[config.mk]
export PLATFORM = sky130hd
export DESIGN_NAME = aes_round_core
export DESIGN_NICKNAME = d
export VERILOG_FILES = /design/src/source/aes_pkg.sv /design/src/source/aes_round_core.sv /design/src/source/round_key_adder.sv /design/src/source/mix_column.sv /design/src/source/shift_rows_collector.sv /design/src/source/sbox_rom.sv /design/src/source/state_serializer.sv
export VERILOG_INCLUDE_DIRS = /design/src /design/src/include
export SDC_FILE = /design/constraint.sdc
export NUM_CORES = 1
export LEC_CHECK = 0
export ABC_CLOCK_PERIOD_IN_PS = 39000
export BUFFER_PORTS_ARGS = -buffer_cell sky130_fd_sc_hd__buf_2
export CORE_ASPECT_RATIO = 0.7
export CORE_MARGIN = 8
export CORE_UTILIZATION = 50
export DETAILED_ROUTE_END_ITERATION = 10
export PLACE_DENSITY = 0.7
export SLEW_MARGIN = 0
export SYNTH_ARGS = -nofsm -noshare
export SYNTH_HDL_FRONTEND = slang
export SYNTH_SLANG_ARGS = --single-unit
[constraint.sdc]
create_clock -name clk -period 39 [get_ports clk]
set_input_delay 3.9 -clock clk [delete_from_list [all_inputs] [get_ports clk]]
set_output_delay 3.9 -clock clk [all_outputs]
set_load 0.01 [all_outputs]
[src/include/aes_sbox_table.svh]
`ifndef AES_SBOX_TABLE_SVH
`define AES_SBOX_TABLE_SVH

// Forward S-box of FIPS-197 figure 7, indexed by the input byte.
localparam logic [7:0] AES_SBOX_TABLE [256] = '{
    8'h63, 8'h7c, 8'h77, 8'h7b, 8'hf2, 8'h6b, 8'h6f, 8'hc5,  // Inputs 0x00 to 0x07.
    8'h30, 8'h01, 8'h67, 8'h2b, 8'hfe, 8'hd7, 8'hab, 8'h76,
    8'hca, 8'h82, 8'hc9, 8'h7d, 8'hfa, 8'h59, 8'h47, 8'hf0,  // Inputs 0x10 to 0x17.
    8'had, 8'hd4, 8'ha2, 8'haf, 8'h9c, 8'ha4, 8'h72, 8'hc0,
    8'hb7, 8'hfd, 8'h93, 8'h26, 8'h36, 8'h3f, 8'hf7, 8'hcc,  // Inputs 0x20 to 0x27.
    8'h34, 8'ha5, 8'he5, 8'hf1, 8'h71, 8'hd8, 8'h31, 8'h15,
    8'h04, 8'hc7, 8'h23, 8'hc3, 8'h18, 8'h96, 8'h05, 8'h9a,
    8'h07, 8'h12, 8'h80, 8'he2, 8'heb, 8'h27, 8'hb2, 8'h75,
    8'h09, 8'h83, 8'h2c, 8'h1a, 8'h1b, 8'h6e, 8'h5a, 8'ha0,  // Inputs 0x40 to 0x47.
    8'h52, 8'h3b, 8'hd6, 8'hb3, 8'h29, 8'he3, 8'h2f, 8'h84,
    8'h53, 8'hd1, 8'h00, 8'hed, 8'h20, 8'hfc, 8'hb1, 8'h5b,
    8'h6a, 8'hcb, 8'hbe, 8'h39, 8'h4a, 8'h4c, 8'h58, 8'hcf,
    8'hd0, 8'hef, 8'haa, 8'hfb, 8'h43, 8'h4d, 8'h33, 8'h85,  // Inputs 0x60 to 0x67.
    8'h45, 8'hf9, 8'h02, 8'h7f, 8'h50, 8'h3c, 8'h9f, 8'ha8,
    8'h51, 8'ha3, 8'h40, 8'h8f, 8'h92, 8'h9d, 8'h38, 8'hf5,
    8'hbc, 8'hb6, 8'hda, 8'h21, 8'h10, 8'hff, 8'hf3, 8'hd2,
    8'hcd, 8'h0c, 8'h13, 8'hec, 8'h5f, 8'h97, 8'h44, 8'h17,  // Inputs 0x80 to 0x87.
    8'hc4, 8'ha7, 8'h7e, 8'h3d, 8'h64, 8'h5d, 8'h19, 8'h73,
    8'h60, 8'h81, 8'h4f, 8'hdc, 8'h22, 8'h2a, 8'h90, 8'h88,
    8'h46, 8'hee, 8'hb8, 8'h14, 8'hde, 8'h5e, 8'h0b, 8'hdb,
    8'he0, 8'h32, 8'h3a, 8'h0a, 8'h49, 8'h06, 8'h24, 8'h5c,  // Inputs 0xa0 to 0xa7.
    8'hc2, 8'hd3, 8'hac, 8'h62, 8'h91, 8'h95, 8'he4, 8'h79,
    8'he7, 8'hc8, 8'h37, 8'h6d, 8'h8d, 8'hd5, 8'h4e, 8'ha9,
    8'h6c, 8'h56, 8'hf4, 8'hea, 8'h65, 8'h7a, 8'hae, 8'h08,
    8'hba, 8'h78, 8'h25, 8'h2e, 8'h1c, 8'ha6, 8'hb4, 8'hc6,  // Inputs 0xc0 to 0xc7.
    8'he8, 8'hdd, 8'h74, 8'h1f, 8'h4b, 8'hbd, 8'h8b, 8'h8a,
    8'h70, 8'h3e, 8'hb5, 8'h66, 8'h48, 8'h03, 8'hf6, 8'h0e,
    8'h61, 8'h35, 8'h57, 8'hb9, 8'h86, 8'hc1, 8'h1d, 8'h9e,
    8'he1, 8'hf8, 8'h98, 8'h11, 8'h69, 8'hd9, 8'h8e, 8'h94,  // Inputs 0xe0 to 0xe7.
    8'h9b, 8'h1e, 8'h87, 8'he9, 8'hce, 8'h55, 8'h28, 8'hdf,
    8'h8c, 8'ha1, 8'h89, 8'h0d, 8'hbf, 8'he6, 8'h42, 8'h68,
    8'h41, 8'h99, 8'h2d, 8'h0f, 8'hb0, 8'h54, 8'hbb, 8'h16   // Input 0xff is the last.
};

`endif
[src/source/aes_pkg.sv]
`default_nettype none

package aes_pkg;

    // Size of one AES-128 state.
    localparam int AES_STATE_BYTES = 16;                    // Bytes per state.
    localparam int AES_COLUMNS     = 4;                     // Columns per state, one lane each.

    // One state byte.
    typedef logic [7:0] aes_byte_t;

    // Full state in FIPS-197 column-major order.
    // Byte index is four times the column plus the row.
    typedef aes_byte_t [AES_STATE_BYTES-1:0] aes_state_t;

    // One column, row 0 in element 0.
    typedef aes_byte_t [AES_STATE_BYTES/AES_COLUMNS-1:0] aes_column_t;

    // Position of a byte inside the state.
    typedef logic [$clog2(AES_STATE_BYTES)-1:0] aes_byte_idx_t;

endpackage

`default_nettype wire

[src/source/aes_round_core.sv]
`timescale 1ns/1ps
`default_nettype none

module aes_round_core
    import aes_pkg::*;
(
    input  wire             clk,
    input  wire             resetn,
    input  wire             in_valid,
    output logic            in_ready,
    input  wire aes_state_t in_state,                           // State before the round.
    input  wire aes_state_t in_round_key,
    input  wire             in_final,                           // Last round of a cipher.
    output logic            out_valid,
    input  wire             out_ready,
    output aes_state_t      out_state                           // State after the round.
);

    localparam int COL_BYTES = AES_STATE_BYTES / AES_COLUMNS;   // Bytes per lane.

    logic       sub_req;                                        // Serializer to ROM.
    aes_byte_t  sub_addr;
    aes_byte_t  sub_byte;                                       // ROM to collector.
    logic       sub_byte_valid;
    aes_state_t ser_key;                                        // Sideband from the serializer.
    logic       ser_final;
    aes_state_t shifted_state;                                  // Collector to lanes.
    logic       state_full;
    logic       collect_busy;
    logic       collect_ack;
    aes_state_t col_key;                                        // Sideband from the collector.
    logic       col_final;
    wire aes_state_t mixed_state;                               // Lanes to adder.

    state_serializer u_serializer (
        .clk          (clk),
        .resetn       (resetn),
        .in_valid     (in_valid),
        .in_state     (in_state),
        .in_round_key (in_round_key),
        .in_final     (in_final),
        .in_ready     (in_ready),
        .collect_busy (collect_busy),
        .sub_req      (sub_req),
        .sub_addr     (sub_addr),
        .blk_key      (ser_key),
        .blk_final    (ser_final)
    );

    sbox_rom u_sbox (
        .clk            (clk),
        .resetn         (resetn),
        .sub_req        (sub_req),
        .sub_addr       (sub_addr),
        .sub_byte       (sub_byte),
        .sub_byte_valid (sub_byte_valid)
    );

    shift_rows_collector u_collector (
        .clk            (clk),
        .resetn         (resetn),
        .sub_byte       (sub_byte),
        .sub_byte_valid (sub_byte_valid),
        .blk_key_in     (ser_key),
        .blk_final_in   (ser_final),
        .collect_ack    (collect_ack),
        .shifted_state  (shifted_state),
        .state_full     (state_full),
        .collect_busy   (collect_busy),
        .blk_key        (col_key),
        .blk_final      (col_final)
    );

    // One MixColumns lane per column.
    for (genvar c = 0; c < AES_COLUMNS; c++)
    begin : g_lane
        mix_column u_mix (
            .col_in  (shifted_state[COL_BYTES*c +: COL_BYTES]),
            .bypass  (col_final),
            .col_out (mixed_state[COL_BYTES*c +: COL_BYTES])
        );
    end

    round_key_adder u_adder (
        .clk         (clk),
        .resetn      (resetn),
        .mixed_state (mixed_state),
        .blk_key     (col_key),
        .state_full  (state_full),
        .out_ready   (out_ready),
        .collect_ack (collect_ack),
        .out_valid   (out_valid),
        .out_state   (out_state)
    );

endmodule

`default_nettype wire

[src/source/round_key_adder.sv]
`timescale 1ns/1ps
`default_nettype none

module round_key_adder
    import aes_pkg::*;
(
    input  wire             clk,
    input  wire             resetn,
    input  wire aes_state_t mixed_state,                        // Lane outputs.
    input  wire aes_state_t blk_key,                            // Round key of the block.
    input  wire             state_full,                         // Collector holds a state.
    input  wire             out_ready,
    output logic            collect_ack,                        // State taken this edge.
    output logic            out_valid,
    output aes_state_t      out_state
);

    logic load;                                                 // Output register update.

    assign collect_ack = !out_valid || out_ready;               // Register empty or draining.
    assign load        = state_full && collect_ack;

    always_ff @(posedge clk or negedge resetn)
    begin
        if (!resetn)
            out_valid <= 1'b0;
        else
        begin
            if (load)
                out_valid <= 1'b1;
            else if (out_ready)
                out_valid <= 1'b0;                              // Block handed off.
        end
    end

    always_ff @(posedge clk)
    begin
        if (load)
            out_state <= mixed_state ^ blk_key;                 // AddRoundKey.
    end

    // Output block held unchanged under back-pressure.
    assert property (@(posedge clk) disable iff (!resetn)
        out_valid && !out_ready |=> out_valid && $stable(out_state))
        else $error("error: out_state changed while held, out_state=%h", out_state);

endmodule

`default_nettype wire

[src/source/mix_column.sv]
`timescale 1ns/1ps
`default_nettype none

module mix_column
    import aes_pkg::*;
(
    input  wire aes_column_t col_in,                            // Row 0 in element 0.
    input  wire              bypass,                            // Final round skips MixColumns.
    output aes_column_t      col_out
);

    aes_column_t dbl;                                           // Each byte times 2.
    aes_column_t tpl;                                           // Each byte times 3.
    aes_column_t mixed;

    // Multiply by x in GF(2^8), reduced by x^8 + x^4 + x^3 + x + 1.
    function automatic aes_byte_t xtime(input aes_byte_t b);
        xtime = {b[6:0], 1'b0} ^ (b[7] ? 8'h1b : 8'h00);
    endfunction

    always_comb
    begin
        for (int r = 0; r < AES_STATE_BYTES / AES_COLUMNS; r++)
        begin
            dbl[r] = xtime(col_in[r]);
            tpl[r] = dbl[r] ^ col_in[r];
        end
        // Circulant matrix rows 02 03 01 01.
        mixed[0] = dbl[0] ^ tpl[1] ^ col_in[2] ^ col_in[3];
        mixed[1] = col_in[0] ^ dbl[1] ^ tpl[2] ^ col_in[3];
        mixed[2] = col_in[0] ^ col_in[1] ^ dbl[2] ^ tpl[3];
        mixed[3] = tpl[0] ^ col_in[1] ^ col_in[2] ^ dbl[3];
    end

    assign col_out = bypass ? col_in : mixed;

endmodule

`default_nettype wire

[src/source/shift_rows_collector.sv]
`timescale 1ns/1ps
`default_nettype none

module shift_rows_collector
    import aes_pkg::*;
(
    input  wire             clk,
    input  wire             resetn,
    input  wire aes_byte_t  sub_byte,                           // Byte from the S-box ROM.
    input  wire             sub_byte_valid,
    input  wire aes_state_t blk_key_in,                         // Sideband from the serializer.
    input  wire             blk_final_in,
    input  wire             collect_ack,                        // Adder takes the state.
    output aes_state_t      shifted_state,                      // SubBytes and ShiftRows applied.
    output logic            state_full,
    output logic            collect_busy,                       // Stalls the next request.
    output aes_state_t      blk_key,
    output logic            blk_final
);

    aes_byte_idx_t wr_cnt;                                      // Bytes received of this block.
    logic [1:0]    src_row;
    logic [1:0]    src_col;
    logic [1:0]    dst_col;
    aes_byte_idx_t dst_idx;                                     // ShiftRows destination.
    logic          first_byte;
    logic          last_byte;

    assign src_row    = wr_cnt[1:0];                            // Bytes arrive in index order.
    assign src_col    = wr_cnt[3:2];
    assign dst_col    = src_col - src_row;                      // Row r rotates left by r, mod 4.
    assign dst_idx    = {dst_col, src_row};
    assign first_byte = sub_byte_valid && (wr_cnt == '0);
    assign last_byte  = sub_byte_valid && (wr_cnt == aes_byte_idx_t'(AES_STATE_BYTES - 1));

    // Stall while full and held, and also when the state completes with the adder blocked,
    // so that the byte already in the ROM never meets a held state.
    assign collect_busy = (state_full || last_byte) && !collect_ack;

    always_ff @(posedge clk or negedge resetn)
    begin
        if (!resetn)
        begin
            wr_cnt     <= '0;
            state_full <= 1'b0;
        end
        else
        begin
            if (sub_byte_valid)
                wr_cnt <= wr_cnt + 1'b1;                        // Wraps to 0 after byte 15.
            if (last_byte)
                state_full <= 1'b1;                             // Visible the cycle after byte 15.
            else if (collect_ack)
                state_full <= 1'b0;
        end
    end

    always_ff @(posedge clk)
    begin
        if (sub_byte_valid)
            shifted_state[dst_idx] <= sub_byte;
        if (first_byte)                                         // Serializer still holds this block.
        begin
            blk_key   <= blk_key_in;
            blk_final <= blk_final_in;
        end
    end

    // The serializer stall must keep bytes away from an unacknowledged full state.
    assert property (@(posedge clk) disable iff (!resetn)
        state_full && !collect_ack |-> !sub_byte_valid)
        else $error("error: sub_byte_valid while state_full held, sub_byte=%h", sub_byte);

endmodule

`default_nettype wire

[src/source/sbox_rom.sv]
`timescale 1ns/1ps
`default_nettype none

module sbox_rom
    import aes_pkg::*;
(
    input  wire            clk,
    input  wire            resetn,
    input  wire            sub_req,                             // Lookup request.
    input  wire aes_byte_t sub_addr,                            // Byte to substitute.
    output aes_byte_t      sub_byte,                            // Substituted byte.
    output logic           sub_byte_valid                       // One cycle after sub_req.
);

    `include "aes_sbox_table.svh"

    always_ff @(posedge clk or negedge resetn)
    begin
        if (!resetn)
            sub_byte_valid <= 1'b0;
        else
            sub_byte_valid <= sub_req;                          // Fixed one-cycle latency.
    end

    // Registered table read.
    always_ff @(posedge clk)
    begin
        if (sub_req)
            sub_byte <= AES_SBOX_TABLE[sub_addr];
    end

endmodule

`default_nettype wire

[src/source/state_serializer.sv]
`timescale 1ns/1ps
`default_nettype none

module state_serializer
    import aes_pkg::*;
(
    input  wire             clk,
    input  wire             resetn,
    input  wire             in_valid,
    input  wire aes_state_t in_state,
    input  wire aes_state_t in_round_key,
    input  wire             in_final,
    output logic            in_ready,
    input  wire             collect_busy,                       // Collector cannot take a byte.
    output logic            sub_req,                            // Byte request to the S-box ROM.
    output aes_byte_t       sub_addr,                           // State byte at the read index.
    output aes_state_t      blk_key,                            // Round key of the loaded block.
    output logic            blk_final                           // Final-round flag of the block.
);

    aes_state_t    state_q;                                     // Loaded 16-byte state.
    logic          busy;                                        // A block is being streamed.
    aes_byte_idx_t rd_idx;                                      // Index of the byte on sub_addr.
    logic          last_req;                                    // Byte 15 goes out this cycle.
    logic          accept;                                      // Input handshake.

    assign sub_req  = busy && !collect_busy;                    // Hold while the collector is full.
    assign last_req = sub_req && (rd_idx == aes_byte_idx_t'(AES_STATE_BYTES - 1));
    assign in_ready = !busy || last_req;                        // Next block overlaps the last byte.
    assign accept   = in_valid && in_ready;
    assign sub_addr = state_q[rd_idx];                          // Byte read at the delayed index.

    always_ff @(posedge clk or negedge resetn)
    begin
        if (!resetn)
        begin
            busy   <= 1'b0;
            rd_idx <= '0;
        end
        else
        begin
            if (accept)                                         // New block restarts at byte 0.
            begin
                busy   <= 1'b1;
                rd_idx <= '0;
            end
            else if (last_req)                                  // All 16 bytes requested.
            begin
                busy   <= 1'b0;
                rd_idx <= '0;
            end
            else if (sub_req)
                rd_idx <= rd_idx + 1'b1;                        // Index follows the request.
        end
    end

    always_ff @(posedge clk)
    begin
        if (accept)                                             // Capture block and sideband.
        begin
            state_q   <= in_state;
            blk_key   <= in_round_key;
            blk_final <= in_final;
        end
    end

    // A request run only begins after a load, or resumes once the collector frees up.
    assert property (@(posedge clk) disable iff (!resetn)
        $rose(sub_req) |-> $past(accept) || $past(collect_busy))
        else $error("error: sub_req rose without a loaded block");

endmodule

`default_nettype wire

# == Word-level counts from Yosys, hierarchy flattened ==
# Memory sizes are Yosys's and may differ from the RTL's. A register that Yosys moved wholly into a read port is not among the register bits.
# Cells that the tools add are included.
# op_classes
n_eq_ne,2
n_reduce_logical,20
muxes,34
magnitude_cmp,3
addsub,3
bitwise,82
# op_table
cell,count
$xor A8 B8 Y8,80
$bwmux W128,1
$mux W32,4
$xor A128 B128 Y128,1
$mux W5,16
$bmux W8 S4,1
$demux W8 S4,1
$mux W8,2
$mux W4,3
$lt A4 B5 Y1 const B,2
$not A8 Y9,1
$add A4 B1 Y4 const B,2
$eq A4 B4 Y1 const B,2
$logic_and A1 B1 Y1,8
$mux W1,6
$reduce_bool A2 Y1,3
$ge A4 B1 Y1 const B,1
$logic_not A1 Y1,4
$logic_not A4 Y1,1
$logic_or A1 B1 Y1,3
$reduce_bool A3 Y1,1
$sub A2 B2 Y2,1
# word_totals
input_bits,261
out_inout_bits,130
n_memories,1
wordCells,233
mem_bits_ro,2048
regBits,654
# memory_table
memory,words,width,rd,rd_ports_with_merged_regs,wr,line,rtl
(name not given),256,8,1,1,0,sbox_rom.sv:29,sub_byte <= AES_SBOX_TABLE[sub_addr];

# == Logic depth before layout (Yosys ltp) ==
# depth
depth_word,10
depth_mapped,16
ltp_nobuf,13

# == Cells and area by module ==
# A second synthesis with hierarchy kept.
# unflattened
cells_unflattened,2099
hier_area_um2,32552.5
# by_module_without_submodules
module,cells_each,seq_area_each_um2,area_each_um2,n_inst
state_serializer,393,7842.5,9107.5,1
shift_rows_collector,305,7842.5,8212.9,1
mix_column,150,0.0,1682.9,4
round_key_adder,260,3868.7,5018.6,1
sbox_rom,541,265.3,3482.1,1

# == Worst setup path before layout ==
# No wires, ideal clock.
# synth_timing
kind,in2reg
start,input port out_ready
end,register u_serializer.blk_final (enable)
n_path_buf,0
required_ps,38036
setup_ps,964
arrival_ps,17516
stages,6
path_slack_ps,20521
path_cell_list,nor2b_1 > nand2_1 > o21ai_0 > a21boi_1 > nand3_1 > a21oi_1
# synth_between
elab_chain_len,8
# synth_rtl
item,line,rtl
"start, declared",aes_round_core.sv:15,"input wire out_ready,"
$logic_or A1 B1 Y1,round_key_adder.sv:20,assign collect_ack = !out_valid || out_ready;
$logic_not A1 Y1,shift_rows_collector.sv:38,assign collect_busy = (state_full || last_byte) && !collect_ack;
$logic_and A1 B1 Y1,shift_rows_collector.sv:38,
$logic_not A1 Y1,state_serializer.sv:27,assign sub_req = busy && !collect_busy;
$logic_and A1 B1 Y1,state_serializer.sv:27,
net sub_req,aes_round_core.sv:21,logic sub_req;
$logic_and A1 B1 Y1,state_serializer.sv:28,assign last_req = sub_req && (rd_idx == aes_byte_idx_t'(AES_STATE_BYTES - 1));
$logic_or A1 B1 Y1,state_serializer.sv:29,assign in_ready = !busy || last_req;
$logic_and A1 B1 Y1,state_serializer.sv:30,assign accept = in_valid && in_ready;
net u_serializer.accept,state_serializer.sv:25,logic accept;
"end signal, assigned",state_serializer.sv:63,blk_final <= in_final;
"end, declared",state_serializer.sv:18,output logic blk_final
# The timed path passes the listed nets, and every way through them passes these cells.
# A chain may end at the register's enable or synchronous reset.

# == Worst setup path after layout ==
# layout_timing
start,input port out_ready
end,output port in_ready
# layout_between
elab_chain_len,7
# layout_rtl
item,line,rtl
$logic_or A1 B1 Y1,round_key_adder.sv:20,
$logic_not A1 Y1,shift_rows_collector.sv:38,
$logic_and A1 B1 Y1,shift_rows_collector.sv:38,
$logic_not A1 Y1,state_serializer.sv:27,
$logic_and A1 B1 Y1,state_serializer.sv:27,
net sub_req,aes_round_core.sv:21,
$logic_and A1 B1 Y1,state_serializer.sv:28,
$logic_or A1 B1 Y1,state_serializer.sv:29,
"end, declared",aes_round_core.sv:10,"output logic in_ready,"
# The timed path passes the listed nets, and every way through them passes these cells.

==> qor.txt <==
Total GRT Usage: 23.9%
CTS root buffer: clkbuf_16
first-pass GRT wire length: 128,000 um
Critical Path Start: out_ready
Synth Flop Type: edfxtp_1
vias in the first global route: 20,025
critical path data arrival time: 5.37 ns
min Tclk post-route: 9.27 ns
fmax: 108 MHz
Row Count: 76
total grt overflow: 0
maxcap violations: 0
Sink Count: 662
RSZ-0062 raised after global routing: false
WS Path Type: input port to output pin
# DRC: 0
Worst Setup End Kind: output pin
top layer in use: met4
I/O Buffers: 390
reg2reg start: u_serializer.rd_idx[0]
Die H: 224 um
Mean Syn Cell Area: 13.9 sq um
synthesized netlist cell count: 2,224
hold slack final: 0.406 ns
endpoints failing hold: 0
CTS tree: done
Post-synth ARST share: 1.81%
CTS Buf Count: 66
proportion of netlist area held by the largest area contributor: 63.4%
Final Cycle Share: 23.8%
fin. max-slew vios: 0
crit start category: input port
met3 wire length: 6970 um
EDFF count, synth: 650
dominant cell type by area after synthesis: edfxtp_1
worst slew pin tran: 1.27 ns
initial core utilization: 50.3%
Synth warnings: 0
# Post-CTS Setup Buffers: 0
# H-tree levels: 3
DR iter-0 viols: 2,262
Setup Viol. Count Final: 0
setup_tns: 0 ns
met2 WL: 39,400 um
most frequent cells after synthesis: edfxtp_1 (650), xnor2_1 (365), xor2_1 (207)
run status: finished, final reports clean
cts hold-fix bufs: 0
Max Fanout on Critical Path: 13
RD Place Congestion: 0.963
Synth area leaders: edfxtp_1 (63%), xnor2_1 (10%), xor2_1 (5.9%), o21ai_0 (3.1%), nand2_1 (2.4%)
Syn Nets: 2,505
number of placed I/O pins: 391
Post-DRT Antenna Nets: 0
Worst EP required: 35.10 ns
CTS resizes: 0
nets: 2,865
Detailed Route WL: 85,900 um
Area Overhead vs Synth: 15.2%
clock skew: 0.0320 ns
max_slew headroom: 14.5%
Die W: 313 um
largest net degree at the start of global routing: 255
met1 wire length: 37,700 um
Clock Latency Late Sink: 0.62 ns
Hold Crit Class: flop to flop
Core Area: 61,200 sq um
via count: 19,465
dpl hpwl: 60,300 um
Routed WL per cell: 24.9 um
Max clock buf depth: 3
most common cell in the netlist: edfxtp_1
die area: 69,900 sq um
Seq/Total Area, Yosys: 64.3%
layout cells sized above 1: 21.0%
Cell variety after synth: 89
clock transition at the registers of the reported paths: 0.06 ns
count of state elements after synthesis: 662
Via density: 5.64
first-pass detailed-route iteration total: 7
antenna violations before repair: 2
Hold Crit Start: u_serializer.blk_key[74]
synthesized cell area: 30,800 sq um
-- sequential cells by signal, summed over array words and instances, names as in the netlist --
name	cells
u_sbox.sub_byte_valid	1
u_collector.blk_key	128
u_sbox.sub_byte	8
u_serializer.rd_idx	4
u_collector.shifted_state	128
u_serializer.state_q	128
u_collector.blk_final	1
u_collector.state_full	1
u_collector.wr_cnt	4
u_serializer.blk_key	128
u_serializer.busy	1
u_adder.out_valid	1
u_adder.out_state	128
u_serializer.blk_final	1
-- critical path: stages --
cell and delay, ns:
buf_2 0.20, nor2b_1 0.09, nand2_1 0.07, o21ai_0 0.11
a21boi_1 0.24, buf_4 0.26, nand3_1 0.19, nand2_1 0.14
buf_2 0.15
-- per-stage QoR --
step                worst slack [ns]  instance area (sq um)  std cells  utilization [%]
floorplan                      20.52                  30800       2224                -
global placement               29.83                  33400       3335             54.5
detailed placement             29.75                  33400       3335             54.5
CTS                            29.74                  35500       3448             58.0
global route                   29.60                  35500       3449             58.0
finish                         29.73                  35500       3449             58.0
-- placed cells by master (no fill, tap or decap), types with 6 or more instances in the layout --
| cell type | synthesis | final |
|---|---|---|
| a211oi_1 | 13 | 13 |
| mux4_1 | 6 | 6 |
| ha_1 | 20 | 20 |
| o311ai_0 | 7 | 7 |
| a22oi_1 | 9 | 9 |
| dfrtp_1 | 12 | 11 |
| edfxtp_1 | 650 | 650 |
| clkbuf_16 | 0 | 69 |
| mux4_2 | 13 | 13 |
| inv_1 | 10 | 10 |
| o221ai_1 | 16 | 16 |
| xnor2_1 | 365 | 365 |
| clkinv_1 | 1 | 14 |
| buf_4 | 8 | 23 |
| mux2i_1 | 31 | 31 |
| a221oi_1 | 12 | 12 |
| o22ai_1 | 11 | 11 |
| clkbuf_1 | 74 | 7 |
| o21ai_0 | 191 | 190 |
| a31oi_1 | 11 | 11 |
| o211ai_1 | 19 | 19 |
| nor3_1 | 25 | 24 |
| nand2_1 | 196 | 194 |
| nand3_1 | 33 | 33 |
| buf_2 | 23 | 390 |
| xor2_1 | 207 | 207 |
| nor2_1 | 63 | 62 |
| a21oi_1 | 52 | 51 |
| clkinv_2 | 0 | 11 |
| a311oi_1 | 12 | 12 |
| nand2b_1 | 9 | 9 |
-- per-layer routing --
layer  vias to the layer above  GRT usage (%)
li1                       8859              -
met1                      9683           33.9
met2                       788           36.9
met3                       135           6.25
met4                         0           5.90
met5                         -              0
-- logic make-up (layout without fill, tap and decap cells) --
kind of cell / after synthesis / in the layout / share of synthesized area, %
XOR/XNOR: 572 / 572 / 16.3
adder cells (fa/ha/maj): 20 / 20 / 0.812
other: 0 / 1 / 0
buffers and inverters: 136 / 541 / 2.27
AO/OA/AOI/OAI: 412 / 412 / 8.46
flip-flops: 662 / 662 / 64.3
AND/OR/NAND/NOR: 370 / 370 / 5.32
multiplexers: 52 / 52 / 2.54
-- final cells by class --
type,instances,area [sq um]
Sequential cell,662,19800
Clock buffer,76,1750
Antenna cell,1,2.50
Tap cell,819,1020
Multi-Input combinational cell,1426,10300
Clock inverter,37,357
Timing Repair Buffer,414,2140
Inverter,14,60.1
Fill cell,4954,25700
-- worst paths after layout --
kind | cells after the start | slack (ns) | to
max | 9 | 29.73 | in_ready
min | 0 | 0.41 | u_collector.blk_key[74]
max reg2reg | 12 | 33.06 | u_sbox.sub_byte[1]
min reg2reg | 0 | 0.41 | u_collector.blk_key[74]
max in group asynchronous | 1 | 35.53 | u_serializer.rd_idx[0]
min in group asynchronous | 1 | 3.18 | u_serializer.rd_idx[2]
Power is left out: the tool's default activity adds up to more than one toggle a clock period on the data nets, which glitch-free logic cannot reach.
